File: config.mk
export PLATFORM = sky130hd
export DESIGN_NAME = synth_top
export DESIGN_NICKNAME = d
export VERILOG_FILES = /design/src/verilog/synth_pkg.sv /design/src/verilog/uart_rx.sv /design/src/verilog/midi_parser.sv /design/src/verilog/voice_alloc.sv /design/src/verilog/synth_ctrl_regs.sv /design/src/verilog/osc_bank.sv /design/src/verilog/mixer.sv /design/src/verilog/synth_top.sv
export SDC_FILE = /design/constraint.sdc
export NUM_CORES = 1
export LEC_CHECK = 0
export ABC_AREA = 0
export BUFFER_PORTS_ARGS = -buffer_cell sky130_fd_sc_hd__buf_2
export CAP_MARGIN = 20
export CORE_MARGIN = 4
export CORE_UTILIZATION = 55
export CTS_CLUSTER_DIAMETER = 120
export DETAILED_ROUTE_END_ITERATION = 12
export GPL_TIMING_DRIVEN = 0
export PLACE_DENSITY = 0.71
export SLEW_MARGIN = 20
export SYNTH_ARGS = -nofsm -noshare
export SYNTH_HDL_FRONTEND = slang
export SYNTH_HIERARCHICAL = 1
export SYNTH_SLANG_ARGS = --single-unit
File: constraint.sdc
create_clock -name clk -period 9.18 [get_ports clk]
set_input_delay 1.836 -clock clk [delete_from_list [all_inputs] [get_ports clk]]
set_output_delay 1.836 -clock clk [all_outputs]
set_load 0.05 [all_outputs]
File: src/verilog/synth_pkg.sv
package synth_pkg;

    localparam int num_voices = 4;
    localparam int midi_w     = 7;
    localparam int sample_w   = 8;
    localparam int phase_w    = 16;

    // the fourth code is decoded as saw.
    typedef enum logic [1:0] {
        wave_saw      = 2'd0,
        wave_square   = 2'd1,
        wave_triangle = 2'd2
    } waveform_t;

    localparam logic [midi_w-1:0] cc_waveform     = 7'd70;
    localparam logic [midi_w-1:0] cc_square_min   = 7'd43;
    localparam logic [midi_w-1:0] cc_triangle_min = 7'd86;

    // base table is octave 10 (notes 120..131), lower octaves shift right.
    function automatic logic [phase_w-1:0] note_incr(input logic [midi_w-1:0] note);
        logic [3:0]         octave;
        logic [3:0]         semi;
        logic [phase_w-1:0] base;
        octave = 4'(note / 7'd12);
        semi   = 4'(note % 7'd12);
        case (semi)
            4'd0:    base = 16'd16384;
            4'd1:    base = 16'd17358;
            4'd2:    base = 16'd18391;
            4'd3:    base = 16'd19484;
            4'd4:    base = 16'd20643;
            4'd5:    base = 16'd21870;
            4'd6:    base = 16'd23170;
            4'd7:    base = 16'd24548;
            4'd8:    base = 16'd26008;
            4'd9:    base = 16'd27554;
            4'd10:   base = 16'd29193;
            default: base = 16'd30929;
        endcase
        return base >> (4'd10 - octave);
    endfunction

endpackage

File: src/verilog/uart_rx.sv
`timescale 1ns/1ps

module uart_rx #(
    parameter int clks_per_bit = 8
) (
    input  logic       clk,
    input  logic       rst_n,
    input  logic       di,
    output logic [7:0] byte_data,
    output logic       byte_valid
);

    localparam int cnt_w = $clog2(clks_per_bit);
    localparam logic [cnt_w-1:0] cnt_full = cnt_w'(clks_per_bit - 1);
    localparam logic [cnt_w-1:0] cnt_half = cnt_w'(clks_per_bit / 2 - 1);

    typedef enum logic [1:0] {st_idle, st_start, st_data, st_stop} state_t;

    state_t           state;
    logic [cnt_w-1:0] cnt;
    logic [2:0]       bit_idx;
    logic [1:0]       di_sync;
    logic [7:0]       shift;
    logic             rx;
    logic             take_bit;

    assign rx        = di_sync[1];
    assign take_bit  = (state == st_data) && (cnt == cnt_full);
    assign byte_data = shift;

    always_ff @(posedge clk) begin
        if (!rst_n) begin
            state      <= st_idle;
            cnt        <= '0;
            bit_idx    <= '0;
            di_sync    <= 2'b11;
            byte_valid <= 1'b0;
        end else begin
            di_sync    <= {di_sync[0], di};
            byte_valid <= 1'b0;
            case (state)
                st_idle: begin
                    cnt <= '0;
                    if (!rx) state <= st_start;
                end
                st_start: begin
                    if (cnt == cnt_half) begin
                        cnt     <= '0;
                        bit_idx <= '0;
                        // a start bit gone high by mid-bit was a glitch.
                        state   <= rx ? st_idle : st_data;
                    end else begin
                        cnt <= cnt + 1'b1;
                    end
                end
                st_data: begin
                    if (take_bit) begin
                        cnt     <= '0;
                        bit_idx <= bit_idx + 1'b1;
                        if (bit_idx == 3'd7) state <= st_stop;
                    end else begin
                        cnt <= cnt + 1'b1;
                    end
                end
                default: begin
                    if (cnt == cnt_full) begin
                        byte_valid <= rx;
                        state      <= st_idle;
                    end else begin
                        cnt <= cnt + 1'b1;
                    end
                end
            endcase
        end
    end

    // lsb first.
    always_ff @(posedge clk) begin
        if (take_bit) shift <= {rx, shift[7:1]};
    end

    a_byte_pulse: assert property (@(posedge clk) disable iff (!rst_n)
        byte_valid |=> !byte_valid);

endmodule

File: src/verilog/midi_parser.sv
`timescale 1ns/1ps

module midi_parser (
    input  logic                        clk,
    input  logic                        rst_n,
    input  logic [3:0]                  channel,
    input  logic [7:0]                  byte_data,
    input  logic                        byte_valid,
    output logic [synth_pkg::midi_w-1:0] note_num,
    output logic [synth_pkg::midi_w-1:0] note_vel,
    output logic [synth_pkg::midi_w-1:0] cc_num,
    output logic [synth_pkg::midi_w-1:0] cc_val,
    output logic                        note_on,
    output logic                        note_off,
    output logic                        cc_valid
);

    import synth_pkg::*;

    typedef enum logic [1:0] {rs_none, rs_note_on, rs_note_off, rs_cc} run_t;

    run_t              run;
    logic              have_first;
    logic [midi_w-1:0] first_byte;
    logic              is_status;
    logic              is_data;

    // real-time bytes fall in neither class.
    assign is_status = byte_valid && byte_data[7] && (byte_data < 8'hF8);
    assign is_data   = byte_valid && !byte_data[7] && (run != rs_none);

    always_ff @(posedge clk) begin
        if (!rst_n) begin
            run        <= rs_none;
            have_first <= 1'b0;
            note_on    <= 1'b0;
            note_off   <= 1'b0;
            cc_valid   <= 1'b0;
        end else begin
            note_on  <= 1'b0;
            note_off <= 1'b0;
            cc_valid <= 1'b0;
            if (is_status) begin
                have_first <= 1'b0;
                if (byte_data[3:0] != channel) begin
                    run <= rs_none;
                end else begin
                    case (byte_data[7:4])
                        4'h9:    run <= rs_note_on;
                        4'h8:    run <= rs_note_off;
                        4'hB:    run <= rs_cc;
                        default: run <= rs_none;
                    endcase
                end
            end else if (is_data) begin
                have_first <= !have_first;
                if (have_first) begin
                    case (run)
                        rs_note_on: begin
                            // velocity 0 means release.
                            note_on  <= (byte_data[6:0] != '0);
                            note_off <= (byte_data[6:0] == '0);
                        end
                        rs_note_off: note_off <= 1'b1;
                        default:     cc_valid <= 1'b1;
                    endcase
                end
            end
        end
    end

    always_ff @(posedge clk) begin
        if (is_data && !have_first) first_byte <= byte_data[6:0];
        if (is_data && have_first) begin
            note_num <= first_byte;
            note_vel <= byte_data[6:0];
            cc_num   <= first_byte;
            cc_val   <= byte_data[6:0];
        end
    end

endmodule

File: src/verilog/voice_alloc.sv
`timescale 1ns/1ps

module voice_alloc (
    input  logic                            clk,
    input  logic                            rst_n,
    input  logic [synth_pkg::midi_w-1:0]     note_num,
    input  logic [synth_pkg::midi_w-1:0]     note_vel,
    input  logic                            note_on,
    input  logic                            note_off,
    output logic [synth_pkg::midi_w-1:0]     voice_note [synth_pkg::num_voices],
    output logic [synth_pkg::midi_w-1:0]     voice_vel  [synth_pkg::num_voices],
    output logic [synth_pkg::num_voices-1:0] voice_active
);

    import synth_pkg::*;

    localparam int idx_w = $clog2(num_voices);

    logic [idx_w-1:0] free_idx;
    logic             free_found;
    logic [idx_w-1:0] off_idx;
    logic             off_found;

    // scan downwards so the lowest match wins.
    always_comb begin
        free_idx   = '0;
        free_found = 1'b0;
        off_idx    = '0;
        off_found  = 1'b0;
        for (int i = num_voices - 1; i >= 0; i--) begin
            if (!voice_active[i]) begin
                free_idx   = idx_w'(i);
                free_found = 1'b1;
            end
            if (voice_active[i] && (voice_note[i] == note_num)) begin
                off_idx   = idx_w'(i);
                off_found = 1'b1;
            end
        end
    end

    always_ff @(posedge clk) begin
        if (!rst_n) begin
            voice_active <= '0;
        end else if (note_on && free_found) begin
            voice_active[free_idx] <= 1'b1;
        end else if (note_off && off_found) begin
            voice_active[off_idx] <= 1'b0;
        end
    end

    always_ff @(posedge clk) begin
        if (note_on && free_found) begin
            voice_note[free_idx] <= note_num;
            voice_vel[free_idx]  <= note_vel;
        end
    end

    a_on_off_excl: assert property (@(posedge clk) disable iff (!rst_n)
        !(note_on && note_off));

endmodule

File: src/verilog/synth_ctrl_regs.sv
`timescale 1ns/1ps

module synth_ctrl_regs (
    input  logic                        clk,
    input  logic                        rst_n,
    input  logic [synth_pkg::midi_w-1:0] cc_num,
    input  logic [synth_pkg::midi_w-1:0] cc_val,
    input  logic                        cc_valid,
    output synth_pkg::waveform_t        waveform
);

    import synth_pkg::*;

    always_ff @(posedge clk) begin
        if (!rst_n) begin
            waveform <= wave_saw;
        end else if (cc_valid && (cc_num == cc_waveform)) begin
            if (cc_val >= cc_triangle_min) begin
                waveform <= wave_triangle;
            end else if (cc_val >= cc_square_min) begin
                waveform <= wave_square;
            end else begin
                waveform <= wave_saw;
            end
        end
    end

endmodule

File: src/verilog/osc_bank.sv
`timescale 1ns/1ps

module osc_bank #(
    parameter int sample_div = 64
) (
    input  logic                            clk,
    input  logic                            rst_n,
    input  logic [synth_pkg::midi_w-1:0]     voice_note [synth_pkg::num_voices],
    input  logic [synth_pkg::midi_w-1:0]     voice_vel  [synth_pkg::num_voices],
    input  logic [synth_pkg::num_voices-1:0] voice_active,
    input  synth_pkg::waveform_t            waveform,
    output logic [synth_pkg::sample_w-1:0]   voice_sample [synth_pkg::num_voices],
    output logic                            sample_tick
);

    import synth_pkg::*;

    localparam int div_w = $clog2(sample_div);
    localparam logic [div_w-1:0] div_last = div_w'(sample_div - 1);

    logic [div_w-1:0]    div_cnt;
    logic [phase_w-1:0]  phase  [num_voices];
    logic [sample_w-1:0] scaled [num_voices];

    always_ff @(posedge clk) begin
        if (!rst_n) begin
            div_cnt     <= '0;
            sample_tick <= 1'b0;
        end else begin
            div_cnt     <= (div_cnt == div_last) ? '0 : div_cnt + 1'b1;
            sample_tick <= (div_cnt == div_last);
        end
    end

    always_comb begin
        logic [sample_w-1:0]        top;
        logic [sample_w-1:0]        shaped;
        logic [sample_w+midi_w-1:0] prod;
        for (int v = 0; v < num_voices; v++) begin
            top = phase[v][phase_w-1 -: sample_w];
            case (waveform)
                wave_square:   shaped = {sample_w{top[sample_w-1]}};
                // second half runs back down.
                wave_triangle: shaped = top[sample_w-1] ? {~top[sample_w-2:0], 1'b0}
                                                        : {top[sample_w-2:0], 1'b0};
                default:       shaped = top;
            endcase
            prod      = shaped * voice_vel[v];
            scaled[v] = prod[midi_w +: sample_w];
        end
    end

    // an idle voice sits at phase 0, so every new note starts from zero.
    always_ff @(posedge clk) begin
        if (!rst_n) begin
            for (int v = 0; v < num_voices; v++) begin
                phase[v]        <= '0;
                voice_sample[v] <= '0;
            end
        end else begin
            for (int v = 0; v < num_voices; v++) begin
                if (!voice_active[v]) begin
                    phase[v]        <= '0;
                    voice_sample[v] <= '0;
                end else if (sample_tick) begin
                    phase[v]        <= phase[v] + note_incr(voice_note[v]);
                    voice_sample[v] <= scaled[v];
                end
            end
        end
    end

endmodule

File: src/verilog/mixer.sv
`timescale 1ns/1ps

module mixer (
    input  logic                          clk,
    input  logic                          rst_n,
    input  logic [synth_pkg::sample_w-1:0] voice_sample [synth_pkg::num_voices],
    input  logic                          sample_tick,
    input  logic                          sample_ready,
    output logic [synth_pkg::sample_w-1:0] sample,
    output logic                          sample_valid
);

    import synth_pkg::*;

    localparam int sum_w = sample_w + $clog2(num_voices);

    logic [sum_w-1:0] sum;
    logic             load;

    always_comb begin
        sum = '0;
        for (int v = 0; v < num_voices; v++) begin
            sum = sum + sum_w'(voice_sample[v]);
        end
    end

    // a tick during a stalled transfer is dropped.
    assign load = sample_tick && (!sample_valid || sample_ready);

    always_ff @(posedge clk) begin
        if (!rst_n) begin
            sample_valid <= 1'b0;
        end else if (load) begin
            sample_valid <= 1'b1;
        end else if (sample_ready) begin
            sample_valid <= 1'b0;
        end
    end

    always_ff @(posedge clk) begin
        if (load) sample <= sum[sum_w-1 -: sample_w];
    end

    a_hold_pending: assert property (@(posedge clk) disable iff (!rst_n)
        sample_valid && !sample_ready |=> sample_valid && $stable(sample));

endmodule

File: src/verilog/synth_top.sv
`timescale 1ns/1ps

module synth_top #(
    parameter int clks_per_bit = 8,
    parameter int sample_div   = 64
) (
    input  logic                            clk,
    input  logic                            rst_n,
    input  logic                            di,
    input  logic [3:0]                      channel,
    output logic [synth_pkg::sample_w-1:0]   sample,
    output logic                            sample_valid,
    input  logic                            sample_ready,
    output logic [synth_pkg::num_voices-1:0] voice_active
);

    import synth_pkg::*;

    logic [7:0]          byte_data;
    logic                byte_valid;
    logic [midi_w-1:0]   note_num;
    logic [midi_w-1:0]   note_vel;
    logic [midi_w-1:0]   cc_num;
    logic [midi_w-1:0]   cc_val;
    logic                note_on;
    logic                note_off;
    logic                cc_valid;
    logic [midi_w-1:0]   voice_note   [num_voices];
    logic [midi_w-1:0]   voice_vel    [num_voices];
    logic [sample_w-1:0] voice_sample [num_voices];
    logic                sample_tick;
    waveform_t           waveform;

    uart_rx #(
        .clks_per_bit(clks_per_bit)
    ) i_uart_rx (
        .clk(clk), .rst_n(rst_n), .di(di),
        .byte_data(byte_data), .byte_valid(byte_valid)
    );

    midi_parser i_midi_parser (
        .clk(clk), .rst_n(rst_n), .channel(channel),
        .byte_data(byte_data), .byte_valid(byte_valid),
        .note_num(note_num), .note_vel(note_vel),
        .cc_num(cc_num), .cc_val(cc_val),
        .note_on(note_on), .note_off(note_off), .cc_valid(cc_valid)
    );

    voice_alloc i_voice_alloc (
        .clk(clk), .rst_n(rst_n),
        .note_num(note_num), .note_vel(note_vel),
        .note_on(note_on), .note_off(note_off),
        .voice_note(voice_note), .voice_vel(voice_vel), .voice_active(voice_active)
    );

    synth_ctrl_regs i_synth_ctrl_regs (
        .clk(clk), .rst_n(rst_n),
        .cc_num(cc_num), .cc_val(cc_val), .cc_valid(cc_valid),
        .waveform(waveform)
    );

    osc_bank #(
        .sample_div(sample_div)
    ) i_osc_bank (
        .clk(clk), .rst_n(rst_n),
        .voice_note(voice_note), .voice_vel(voice_vel), .voice_active(voice_active),
        .waveform(waveform),
        .voice_sample(voice_sample), .sample_tick(sample_tick)
    );

    mixer i_mixer (
        .clk(clk), .rst_n(rst_n),
        .voice_sample(voice_sample), .sample_tick(sample_tick),
        .sample_ready(sample_ready), .sample(sample), .sample_valid(sample_valid)
    );

endmodule

==> metrics.yaml, run 1 <==
grt_usage_pct: 24.3
nets: 3154
ys_ff_latch: 220
tritoncts: "built"
crit_path_top_delay_cell: "clkbuf_1"
clockBufferDepth: 3
cp-end-kind: "flop"
floorplan.initialDensity_pct: 55.5
yosysSeqAreaShare_pct: 25.0
power_per_cell_area_nw_per_um2: 90.5
avgSynthCellArea_sq_um: 8.76
drc_errors: 0
cp_max_fo: 10
wl_um: 57800
min_path_type: "flop to flop"
dr_wl_met2_um: 27100
worstSetupPathType: "flop to flop"
top_layer: "met4"
dpl-instance-area_sq_um: 24700
skew_ns: 0.0147
grt_max_degree: 25
synth_top_area_share_pct: 19.8
async_flop_share_pct: 0
max-cap-violations: 0
fp.dieH_um: 216
fin_crit_sh_pct: 77.6
place.gp.congestion: 0.932
timing.fmax_mhz: 140
area_delta_synth_final_pct: 7.83
fin_area_sq_um: 25700
io_buffers: 20
worstSkewPairLatency_ns: 0.55
antenna_found_initial: 0
hold_violations: 0
avgRoutedWirePerCell_um: 17.1
fin_tns_setup_ns: 0
ys_warn_count: 6
clockPowerShare_pct: 52.4
synthTopCellsByCount: "nand2_1, inv_1, ha_1, nor2_1, edfxtp_1"
vias: 19800
syn_inst: 2724
layout-drive-gt1-share_pct: 6.70
ys_top_cells_by_area: "edfxtp_1, ha_1, fa_1, dfxtp_1, nand2_1"
grt-ovfl-total: 0
synth.distinct_cells: 106
vias_per_cell: 5.85
cts_resized: 0
ctsHoldBuffers: 0
clock_sinks: 220
drtIter0Drc: 1618
pin_count: 21
peakVddDrop_v: 0.000132
h-tree-depth: 1
period_needed_ns: 7.12
pwr-share-seq_pct: 45.5
num_rows: 76
sw_frac_of_total_pct: 20.4
cts_setup_buffers: 0
status: "finished clean"
ys.flop_type: "edfxtp_1"
power.switching_mw: 0.474
rsz0062_at_grt: "false"
grt_pass1_wl_um: 95500
design.die.area_sq_um: 46800
synth-edff-count: 157
p_leak_nw: 11.7
drv_slew: 0
netlist_area_sq_um: 23900
finalSetupViolations: 0
cp_slowest_stage_delay_ns: 0.61
core-area_sq_um: 43000
intPower_mw: 1.85
hpwlAfterDp_um: 45000
ant_nets: 0
grt_pass1_vias: 19100
worstPathCellList: "inv_1 -> ha_1 -> buf_2 -> clkbuf_1 -> clkbuf_1 -> nand2_1 -> o21ai_1 -> nand2_1 -> fa_1 -> fa_1 -> fa_1 -> inv_1 -> fa_1 -> ha_1 -> a2111o_1 -> a31oi_1 -> o31ai_1 -> o41ai_1 -> inv_1 -> a21oi_1 -> xnor2_1 -> o21ai_0"
met1_length_um: 26000
yosysTopAreaCell: "edfxtp_1"
p_comb_share_pct: 2.1
cp.arrival_ns: 7.55
cts_buffers: 27
setup.worst_path.start_class: "flop"
clkSlewWorstSetupHoldPaths_ns: 0.06
syn_nets: 3105
diodes: 0
die_w_um: 216
yosysMostFrequentCell: "nand2_1"
dr.pass1.iters: 6
clockRootBuffer: "clkbuf_16"
max_slew.worst_pin.slew_ns: 0.922
maxSlewHeadroom_pct: 36.9
wl_met3_um: 3550
crit_required_ns: 9.61
cpMostUsedCell: "fa_1"
[kinds of logic after synthesis]
logic type	Yosys count	share of synthesized area, %
simple gates	926	18.9
mux	68	3.04
fa+ha+maj	373	23.7
flops	220	25.0
buf+inv	367	6.39
compound gates	602	16.7
xor+xnor	168	6.20
[flip-flops by register name, indices dropped and copies added, names as in the netlist, 7 cells and up]
signal,count
i_midi_parser/cc_num,7
i_midi_parser/cc_val,7
i_midi_parser/first_byte,7
i_mixer/sample,8
i_osc_bank/phase,64
i_osc_bank/voice_sample,32
i_uart_rx/byte_data,8
i_voice_alloc/voice_note,28
i_voice_alloc/voice_vel,28
[area by class of cell]
type                            count  area [sq um]
Fill cell                        3754         17200
Multi-Input combinational cell   2137         16400
Sequential cell                   220          5980
Inverter                          253           950
Clock buffer                       37           796
Tap cell                          585           732
Buffer                            114           574
Clock inverter                     12           228
Timing Repair Buffer               20           100
[worst paths after layout]
kind,slack (ns),cells past startpoint,startpoint,endpoint
max,2.06,22,i_synth_ctrl_regs/waveform[0],i_osc_bank/voice_sample[31]
min,0.41,1,i_uart_rx/di_sync[0],i_uart_rx/di_sync[1]
max reg2reg,2.06,22,i_synth_ctrl_regs/waveform[0],i_osc_bank/voice_sample[31]
min reg2reg,0.41,1,i_uart_rx/di_sync[0],i_uart_rx/di_sync[1]
[critical path, delay by kind of cell (launching register included)]
family	cells	cell delay [ns]
AO/OA/AOI/OAI	7	1.87
flip-flops	1	0.36
AND/OR/NAND/NOR	2	0.28
XOR/XNOR	1	0.17
adder cells (fa/ha/maj)	6	2.68
buffers and inverters	6	1.62
[cell usage in the layout (no fill, tap or decap), types with 14 or more instances in the layout]
master / count
a211oi_1: 21
a21o_1: 49
a21oi_1: 128
a22oi_1: 15
a31oi_1: 23
and2_1: 105
and3_1: 25
buf_2: 55
buf_4: 19
clkbuf_1: 50
clkbuf_16: 29
dfxtp_1: 63
edfxtp_1: 157
fa_1: 132
ha_1: 241
inv_1: 247
mux2i_1: 53
nand2_1: 323
nand2b_1: 21
nand3_1: 57
nand4_1: 19
nor2_1: 197
nor2b_1: 33
nor3_1: 52
nor3b_1: 14
o211ai_1: 20
o21a_1: 20
o21ai_0: 107
o21ai_1: 40
o22ai_1: 32
o31ai_1: 17
xnor2_1: 89
xor2_1: 78
[metal layers]
layer / GRT usage [%] / vias to the layer above
li1: - / 9642
met4: 5.85 / 0
met1: 33.0 / 9459
met5: 0 / -
met3: 3.70 / 75
met2: 41.3 / 592
[through the flow]
| stage | power (mW) | setup slack [ns] | util [%] | hold slack, ns | cells |
|---|---|---|---|---|---|
| 3_3_place_gp | 1.13 | 2.17 | 57.5 | 0.398 | 3329 |
| 2_1_floorplan | 1.12 | 3.54 | - | 0.386 | 2724 |
| 3_5_place_dp | 1.13 | 2.11 | 57.5 | 0.396 | 3329 |
| 6_report | 2.33 | 2.06 | 59.9 | 0.407 | 3378 |
| 5_1_grt | 2.41 | 1.67 | 59.9 | 0.433 | 3378 |
| 4_1_cts | 2.36 | 2.11 | 59.9 | 0.408 | 3378 |
[power by group through the flow]
stage	clock, mW	sequential, mW	combinational, mW
2_1_floorplan	0	1.08	0.0404
3_3_place_gp	0	1.08	0.0489
3_5_place_dp	0	1.08	0.0503
4_1_cts	1.25	1.06	0.0505
5_1_grt	1.29	1.06	0.0574
6_report	1.22	1.06	0.0499
(Power assumes the default switching activity.)
==> run 2: changes to the inputs <==
- clock period: 9.18 -> 6.75 ns (I/O delays scaled with it)
==> metrics.yaml, run 2 (synthesis gave the netlist of run 1 again) <==
setup.worst_path.start_class: "flop"  # unchanged
peakVddDrop_v: 0.000179  # was 0.000132 V
fp.dieH_um: 216  # unchanged
clockRootBuffer: "clkbuf_16"  # unchanged
nets: 3152  # was 3154
worstPathCellList: "inv_1 -> ha_1 -> clkbuf_4 -> clkbuf_2 -> o21ai_0 -> nand2_1 -> fa_1 -> fa_1 -> fa_1 -> inv_1 -> fa_1 -> ha_1 -> a2111o_1 -> a31oi_1 -> o31ai_1 -> o41ai_1 -> inv_1 -> a21oi_1 -> xnor2_1 -> o21ai_0"  # was inv_1 -> ha_1 -> buf_2 -> clkbuf_1 -> clkbuf_1 -> nand2_1 -> o21ai_1 -> nand2_1 -> fa_1 -> fa_1 -> fa_1 -> inv_1 -> fa_1 -> ha_1 -> a2111o_1 -> a31oi_1 -> o31ai_1 -> o41ai_1 -> inv_1 -> a21oi_1 -> xnor2_1 -> o21ai_0
regArea_sq_um: 5980  # unchanged
cp-end-kind: "flop"  # unchanged
biggestRegsByFlops: "i_osc_bank/phase x64, i_osc_bank/voice_sample x32"  # unchanged
worstSetupPathType: "flop to flop"  # unchanged
vias: 19800  # about the same
cp_slowest_stage_delay_ns: 0.78  # was 0.61 ns
power_per_cell_area_nw_per_um2: 123  # was 90.5 nW/um^2
final_core_util_pct: 60.0  # was 59.9%
drtIter0Drc: 1740  # was 1618
layout-drive-gt1-share_pct: 7.09  # was 6.70%
cts_buffers: 27  # unchanged
hold_violations: 0  # unchanged
final_cells: 3376  # was 3378
drv_slew: 0  # unchanged
fin_crit_sh_pct: 94.6  # was 77.6%
critical-path-top-delay-family: "adder cells"  # unchanged
design.die.area_sq_um: 46800  # unchanged
ant_nets: 0  # unchanged
crit_required_ns: 7.17  # was 9.61 ns
dr.pass1.iters: 7  # was 6
drc_errors: 0  # unchanged
critPathBufInv: 5  # was 6
crit_path_top_delay_cell: "o21ai_0"  # was clkbuf_1
fillers: 3750  # was 3754
skew_ns: 0.0138  # was 0.0147 ns
grt_max_degree: 25  # unchanged
timing.fmax_mhz: 157  # was 140 MHz
cp.arrival_ns: 6.81  # was 7.55 ns
min_path_type: "flop to flop"  # unchanged
status: "finished clean"  # unchanged
multiInputGateArea_sq_um: 16400  # about the same
io_buffers: 20  # unchanged
vias_per_cell: 5.85  # about the same
pin_count: 21  # unchanged
maxSlewHeadroom_pct: 35.8  # was 36.9%
regMostFlops: "i_osc_bank/phase"  # unchanged
clock_sinks: 220  # unchanged
area_delta_synth_final_pct: 7.97  # was 7.83%
whs_ns: 0.407  # about the same
floorplan.initialDensity_pct: 55.5  # unchanged
hpwlAfterDp_um: 45000  # unchanged
max-cap-violations: 0  # unchanged
tritoncts: "built"  # unchanged
finalSetupViolations: 0  # unchanged
h-tree-depth: 1  # unchanged
clockBufferDepth: 3  # unchanged
rsz0062_at_grt: "false"  # unchanged
antenna_found_initial: 0  # unchanged
grt_usage_pct: 24.3  # about the same
worstSkewPairLatency_ns: 0.55  # about the same
period_needed_ns: 6.39  # was 7.12 ns
core-area_sq_um: 43000  # unchanged
layout_common_cells: "nand2_1, inv_1, ha_1"  # unchanged
p_leak_nw: 11.8  # was 11.7 nW
cp_max_fo: 19  # was 10
grt_pass1_wl_um: 95400  # was 95500 um
grt-ovfl-total: 0  # unchanged
place.gp.congestion: 0.932  # unchanged
num_rows: 76  # unchanged
clkSlewWorstSetupHoldPaths_ns: 0.06  # about the same
wl_um: 57800  # about the same
layout_commonest_cell: "nand2_1"  # unchanged
avgRoutedWirePerCell_um: 17.1  # about the same
grt_pass1_vias: 19100  # about the same
diodes: 0  # unchanged
largest_reg_flops: 64  # unchanged
max_slew.worst_pin.slew_ns: 0.953  # was 0.922 ns
cpMostUsedCell: "fa_1"  # unchanged
dp_cells: 3329  # unchanged
die_w_um: 216  # unchanged
==> run 2: stage by stage <==
stage	area, sq um	total power, mW	TNS (ns)	worst slack [ns]
after detailed placement	24700	1.54	-2.35	-0.325
after CTS	25700	3.21	0	0.143
after global routing	25800	3.27	0	0.00198
final	25800	3.17	0	0.362
after floorplan	23900	1.52	0	1.11
after global placement	24700	1.53	-0.967	-0.259
==> run 2: layout make-up <==
cell class | count | share of cell area [%]
Multi-Input combinational cell | 2137 | 63.7
Clock buffer | 37 | 3.09
Sequential cell | 220 | 23.2
Tap cell | 585 | 2.84
Timing Repair Buffer | 20 | 0.388
Buffer | 112 | 2.24
Inverter | 253 | 3.69
Clock inverter | 12 | 0.884
==> run 2: power breakdown <==
part / total (mW) / switching (mW) / internal [mW]
clock network: 1.66 / 0.604 / 1.06
logic: 0.0678 / 0.0371 / 0.0308
registers: 1.44 / 0.00551 / 1.43
==> run 2: repair_timing <==
item | 4_1_cts | 5_1_grt
cloned | 0 | 0
hold buffers | 0 | 0
gates resized for setup | 4 | 15
buffers inserted | 0 | 0
endpoints found under the setup margin | 15 | 11
==> run 2: layer usage <==
metal,up-vias,part of all wire [%],GRT usage [%]
li1,9632,-,-
met1,9487,45,33.0
met2,570,47,41.2
met3,75,6.5,3.70
met4,0,2.0,5.59
met5,-,0,0
==> run 2: path summary, 6_finish.rpt <==
| path | startpoint | end | slack [ns] | cells after the start |
|---|---|---|---|---|
| setup / recovery | i_synth_ctrl_regs/waveform[0] | i_osc_bank/voice_sample[31] | 0.36 | 20 |
| hold / removal | i_uart_rx/di_sync[0] | i_uart_rx/di_sync[1] | 0.41 | 1 |
| setup reg to reg | i_synth_ctrl_regs/waveform[0] | i_osc_bank/voice_sample[31] | 0.36 | 20 |
| hold reg to reg | i_uart_rx/di_sync[0] | i_uart_rx/di_sync[1] | 0.41 | 1 |
==> run 3: changes to the inputs <==
- CELL_PAD_IN_SITES_DETAIL_PLACEMENT: not set -> 0
- CELL_PAD_IN_SITES_GLOBAL_PLACEMENT: not set -> 1
- CORE_UTILIZATION: 55 -> 51
- PLACE_DENSITY: 0.71 -> not set
- PLACE_DENSITY_LB_ADDON: not set -> 0.1
- SYNTH_HIERARCHICAL: 1 -> not set
==> metrics.yaml, run 3 <==
status: "finished clean"  # unchanged
dpl-instance-area_sq_um: 24700  # about the same
biggestRegsByFlops: "i_osc_bank.phase x64, i_osc_bank.voice_sample x32"  # was i_osc_bank/phase x64, i_osc_bank/voice_sample x32
rsz0062_at_grt: "true"  # was false
grt_usage_pct: 24.3  # about the same
io_buffers: 20  # unchanged
layout_common_cells: "nand2_1, ha_1, inv_1"  # was nand2_1, inv_1, ha_1
power_per_cell_area_nw_per_um2: 113  # was 123 nW/um^2
async_flop_share_pct: 0  # unchanged
endpoint: "i_osc_bank.phase[1][14]"  # was i_osc_bank/voice_sample[31]
r2r_start: "i_voice_alloc.voice_note[14]"  # was i_synth_ctrl_regs/waveform[0]
drtIter0Drc: 1337  # was 1740
ys_ff_latch: 220  # unchanged
wl_um: 61800  # was 57800 um
yosysTopAreaCell: "edfxtp_1"  # unchanged
tritoncts: "built"  # unchanged
skew_ns: 0.0259  # was 0.0138 ns
r2r-end: "i_osc_bank.phase[1][14]"  # was i_osc_bank/voice_sample[31]
dr_wl_met2_um: 28800  # was 27100 um
area_delta_synth_final_pct: 8.03  # was 7.97%
floorplan.initialDensity_pct: 52.0  # was 55.5%
clockBufferDepth: 3  # unchanged
fin_area_sq_um: 25700  # was 25800 sq um
place.gp.congestion: 0.902  # was 0.932
num_rows: 78  # was 76
max_slew.worst_pin.slew_ns: 0.936  # was 0.953 ns
timing.fmax_mhz: 157  # about the same
fp.dieH_um: 224  # was 216 um
worstSkewPairLatency_ns: 0.57  # was 0.55 ns
wl_met3_um: 2990  # was 3740 um
power_mw: 2.91  # was 3.17 mW
hold_violations: 0  # unchanged
avgSynthCellArea_sq_um: 8.88  # was 8.76 sq um
synth_top_area_share_pct: 19.8  # about the same
maxSlewHeadroom_pct: 37.1  # was 35.8%
drc_errors: 0  # unchanged
cp_max_fo: 10  # was 19
min_path_type: "flop to flop"  # unchanged
fillers: 4167  # was 3750
crit_required_ns: 7.03  # was 7.17 ns
netlist_area_sq_um: 23800  # was 23900 sq um
setup.worst_path.start_class: "flop"  # unchanged
ys_top_cells_by_area: "edfxtp_1, ha_1, fa_1, dfxtp_1, nand2_1"  # unchanged
p_leak_nw: 11.6  # was 11.8 nW
finalSetupViolations: 0  # unchanged
ant_nets: 0  # unchanged
avgRoutedWirePerCell_um: 18.4  # was 17.1 um
clock_sinks: 220  # unchanged
top_layer: "met4"  # unchanged
grt-ovfl-total: 0  # unchanged
drv_slew: 0  # unchanged
yosysMostFrequentCell: "nand2_1"  # unchanged
peakVddDrop_v: 0.000179  # about the same
place_ws_ns: -1.09  # was -0.325 ns
cp.arrival_ns: 6.66  # was 6.81 ns
h-tree-depth: 1  # unchanged
clockRootBuffer: "clkbuf_16"  # unchanged
ys_warn_count: 0  # was 6
rr_worst_depth: 27  # was 20
vias_per_cell: 5.83  # was 5.85
period_needed_ns: 6.39  # about the same
nets: 3119  # was 3152
worstSetupPathType: "flop to flop"  # unchanged
max-cap-violations: 0  # unchanged
layout-drive-gt1-share_pct: 8.02  # was 7.09%
die_w_um: 224  # was 216 um
cts_buffers: 27  # unchanged
pin_count: 21  # unchanged
synthTopCellsByCount: "nand2_1, ha_1, inv_1, nor2_1, edfxtp_1"  # was nand2_1, inv_1, ha_1, nor2_1, edfxtp_1
clkSlewWorstSetupHoldPaths_ns: 0.07  # was 0.06 ns
largest_reg_flops: 64  # unchanged
crit_start: "i_voice_alloc.voice_note[14]"  # was i_synth_ctrl_regs/waveform[0]
synth.distinct_cells: 110  # was 106
cp-end-kind: "flop"  # unchanged
regToRegSetupSlack_ns: 0.36  # about the same
vias: 19600  # was 19800
grt_max_degree: 25  # unchanged
antenna_found_initial: 1  # was 0
syn_inst: 2681  # was 2724
dr.pass1.iters: 6  # was 7
yosysSeqAreaShare_pct: 25.1  # was 25.0%
regMostFlops: "i_osc_bank.phase"  # was i_osc_bank/phase
ys.flop_type: "edfxtp_1"  # unchanged
synth-edff-count: 157  # unchanged
fin_crit_sh_pct: 94.6  # about the same
grt_pass1_wl_um: 101000  # was 95400 um
core-area_sq_um: 45800  # was 43000 sq um
fin_tns_setup_ns: 0  # unchanged
grt_pass1_vias: 19200  # was 19100
hpwlAfterDp_um: 48300  # was 45000 um
design.die.area_sq_um: 50200  # was 46800 sq um
postLayoutSetupSlackWorst_ns: 0.365  # was 0.362 ns
layout_commonest_cell: "nand2_1"  # unchanged
final_core_util_pct: 56.2  # was 60.0%
syn_nets: 3063  # was 3105
met1_length_um: 28300  # was 25800 um
==> run 3: cell count changes after synthesis, moves of 10 or more <==
| cell | before | now |
|---|---|---|
| nand2_1 | 323 | 268 |
| clkbuf_1 | 46 | 74 |
| o21ai_1 | 40 | 14 |
| a31oi_1 | 23 | 47 |
| a21o_1 | 49 | 29 |
| nand3_1 | 57 | 39 |
| buf_2 | 35 | 18 |
| a221oi_1 | 2 | 18 |
| nand2b_1 | 21 | 35 |
| and2_1 | 105 | 92 |
| a211oi_1 | 21 | 33 |
| buf_4 | 19 | 8 |
| mux2i_1 | 53 | 63 |
| o221ai_1 | 13 | 3 |
==> run 3: cell type report <==
class / instances / area, sq um / share of cell area [%]
plain buffers: 109 / 499 / 1.94
inverters: 254 / 956 / 3.72
repair buffers: 30 / 186 / 0.725
clock buffers: 33 / 698 / 2.72
multi-input cells: 2095 / 16500 / 64.1
flip-flops and latches: 220 / 5980 / 23.2
diodes: 2 / 5.00 / 0.0195
clock inverters: 16 / 155 / 0.604
well taps: 600 / 751 / 2.92
==> run 3: repair_timing <==
| action | in CTS | in global routing |
|---|---|---|
| gates resized for setup | 10 | 32 |
| setup buffers | 2 | 5 |
| endpoints found under the setup margin | 37 | 29 |
| pin swaps | 0 | 3 |
| hold buffers | 0 | 0 |
==> run 3: layer usage <==
layer  GRT usage, %  up-vias
met5              0        -
met4           6.32        0
met3           3.16       99
met2           40.6      452
met1           33.7     9479
li1               -     9567
==> run 3: cells by family after synthesis <==
family	count (synthesis)	synth area share, %
adder cells (fa/ha/maj)	375	23.7
AO/OA/AOI/OAI	605	17.3
buffers and inverters	366	6.08
flip-flops	220	25.1
multiplexers	83	3.62
AND/OR/NAND/NOR	871	18.4
XOR/XNOR	161	5.93
==> run 3: worst max-delay path, cell delays in order, from the launching register on <==
cell and delay [ns]:
edfxtp_1 0.47, inv_2 0.18, ha_4 0.21, and4bb_2 0.31, mux2i_4 0.30, and3_1 0.18
buf_2 0.16, a21o_1 0.17, a21o_4 0.18, clkbuf_4 0.22, ha_1 0.26, inv_2 0.13
mux2_2 0.40, a32oi_1 0.20, o311ai_0 0.21, a221oi_2 0.24, ha_1 0.22, inv_1 0.07
fa_1 0.39, nor2b_1 0.17, o21ai_0 0.12, a21boi_0 0.25, o21ai_0 0.17, a211o_1 0.32
a31oi_2 0.21, a31oi_1 0.13, xor2_1 0.14, nor2_1 0.06
==> run 3: per-stage QoR <==
step / hold slack, ns / std cells
2_1_floorplan: 0.386 / 2681
3_3_place_gp: 0.400 / 3301
3_5_place_dp: 0.406 / 3303
4_1_cts: 0.420 / 3353
5_1_grt: 0.421 / 3357
6_report: 0.426 / 3359
==> run 3: worst min-delay path by stage <==
stage	start	end	slack, ns	cells after the start
2_1_floorplan	i_uart_rx.di_sync[0]	i_uart_rx.di_sync[1]	0.39	1
3_3_place_gp	i_uart_rx.di_sync[0]	i_uart_rx.di_sync[1]	0.40	1
3_5_place_dp	i_midi_parser.first_byte[5]	i_midi_parser.note_num[5]	0.41	0
4_1_cts	i_midi_parser.first_byte[5]	i_midi_parser.note_num[5]	0.42	0
5_1_grt	i_midi_parser.first_byte[5]	i_midi_parser.note_num[5]	0.42	0
6_report	i_midi_parser.first_byte[6]	i_midi_parser.note_num[6]	0.43	0
==> run 3: where the power goes <==
group          leakage, nW  switching, mW  internal [mW]
Clock                0.418          0.613          0.819
Sequential            2.15        0.00385           1.43
Combinational         8.98         0.0243         0.0140
Total                 11.6          0.642           2.27
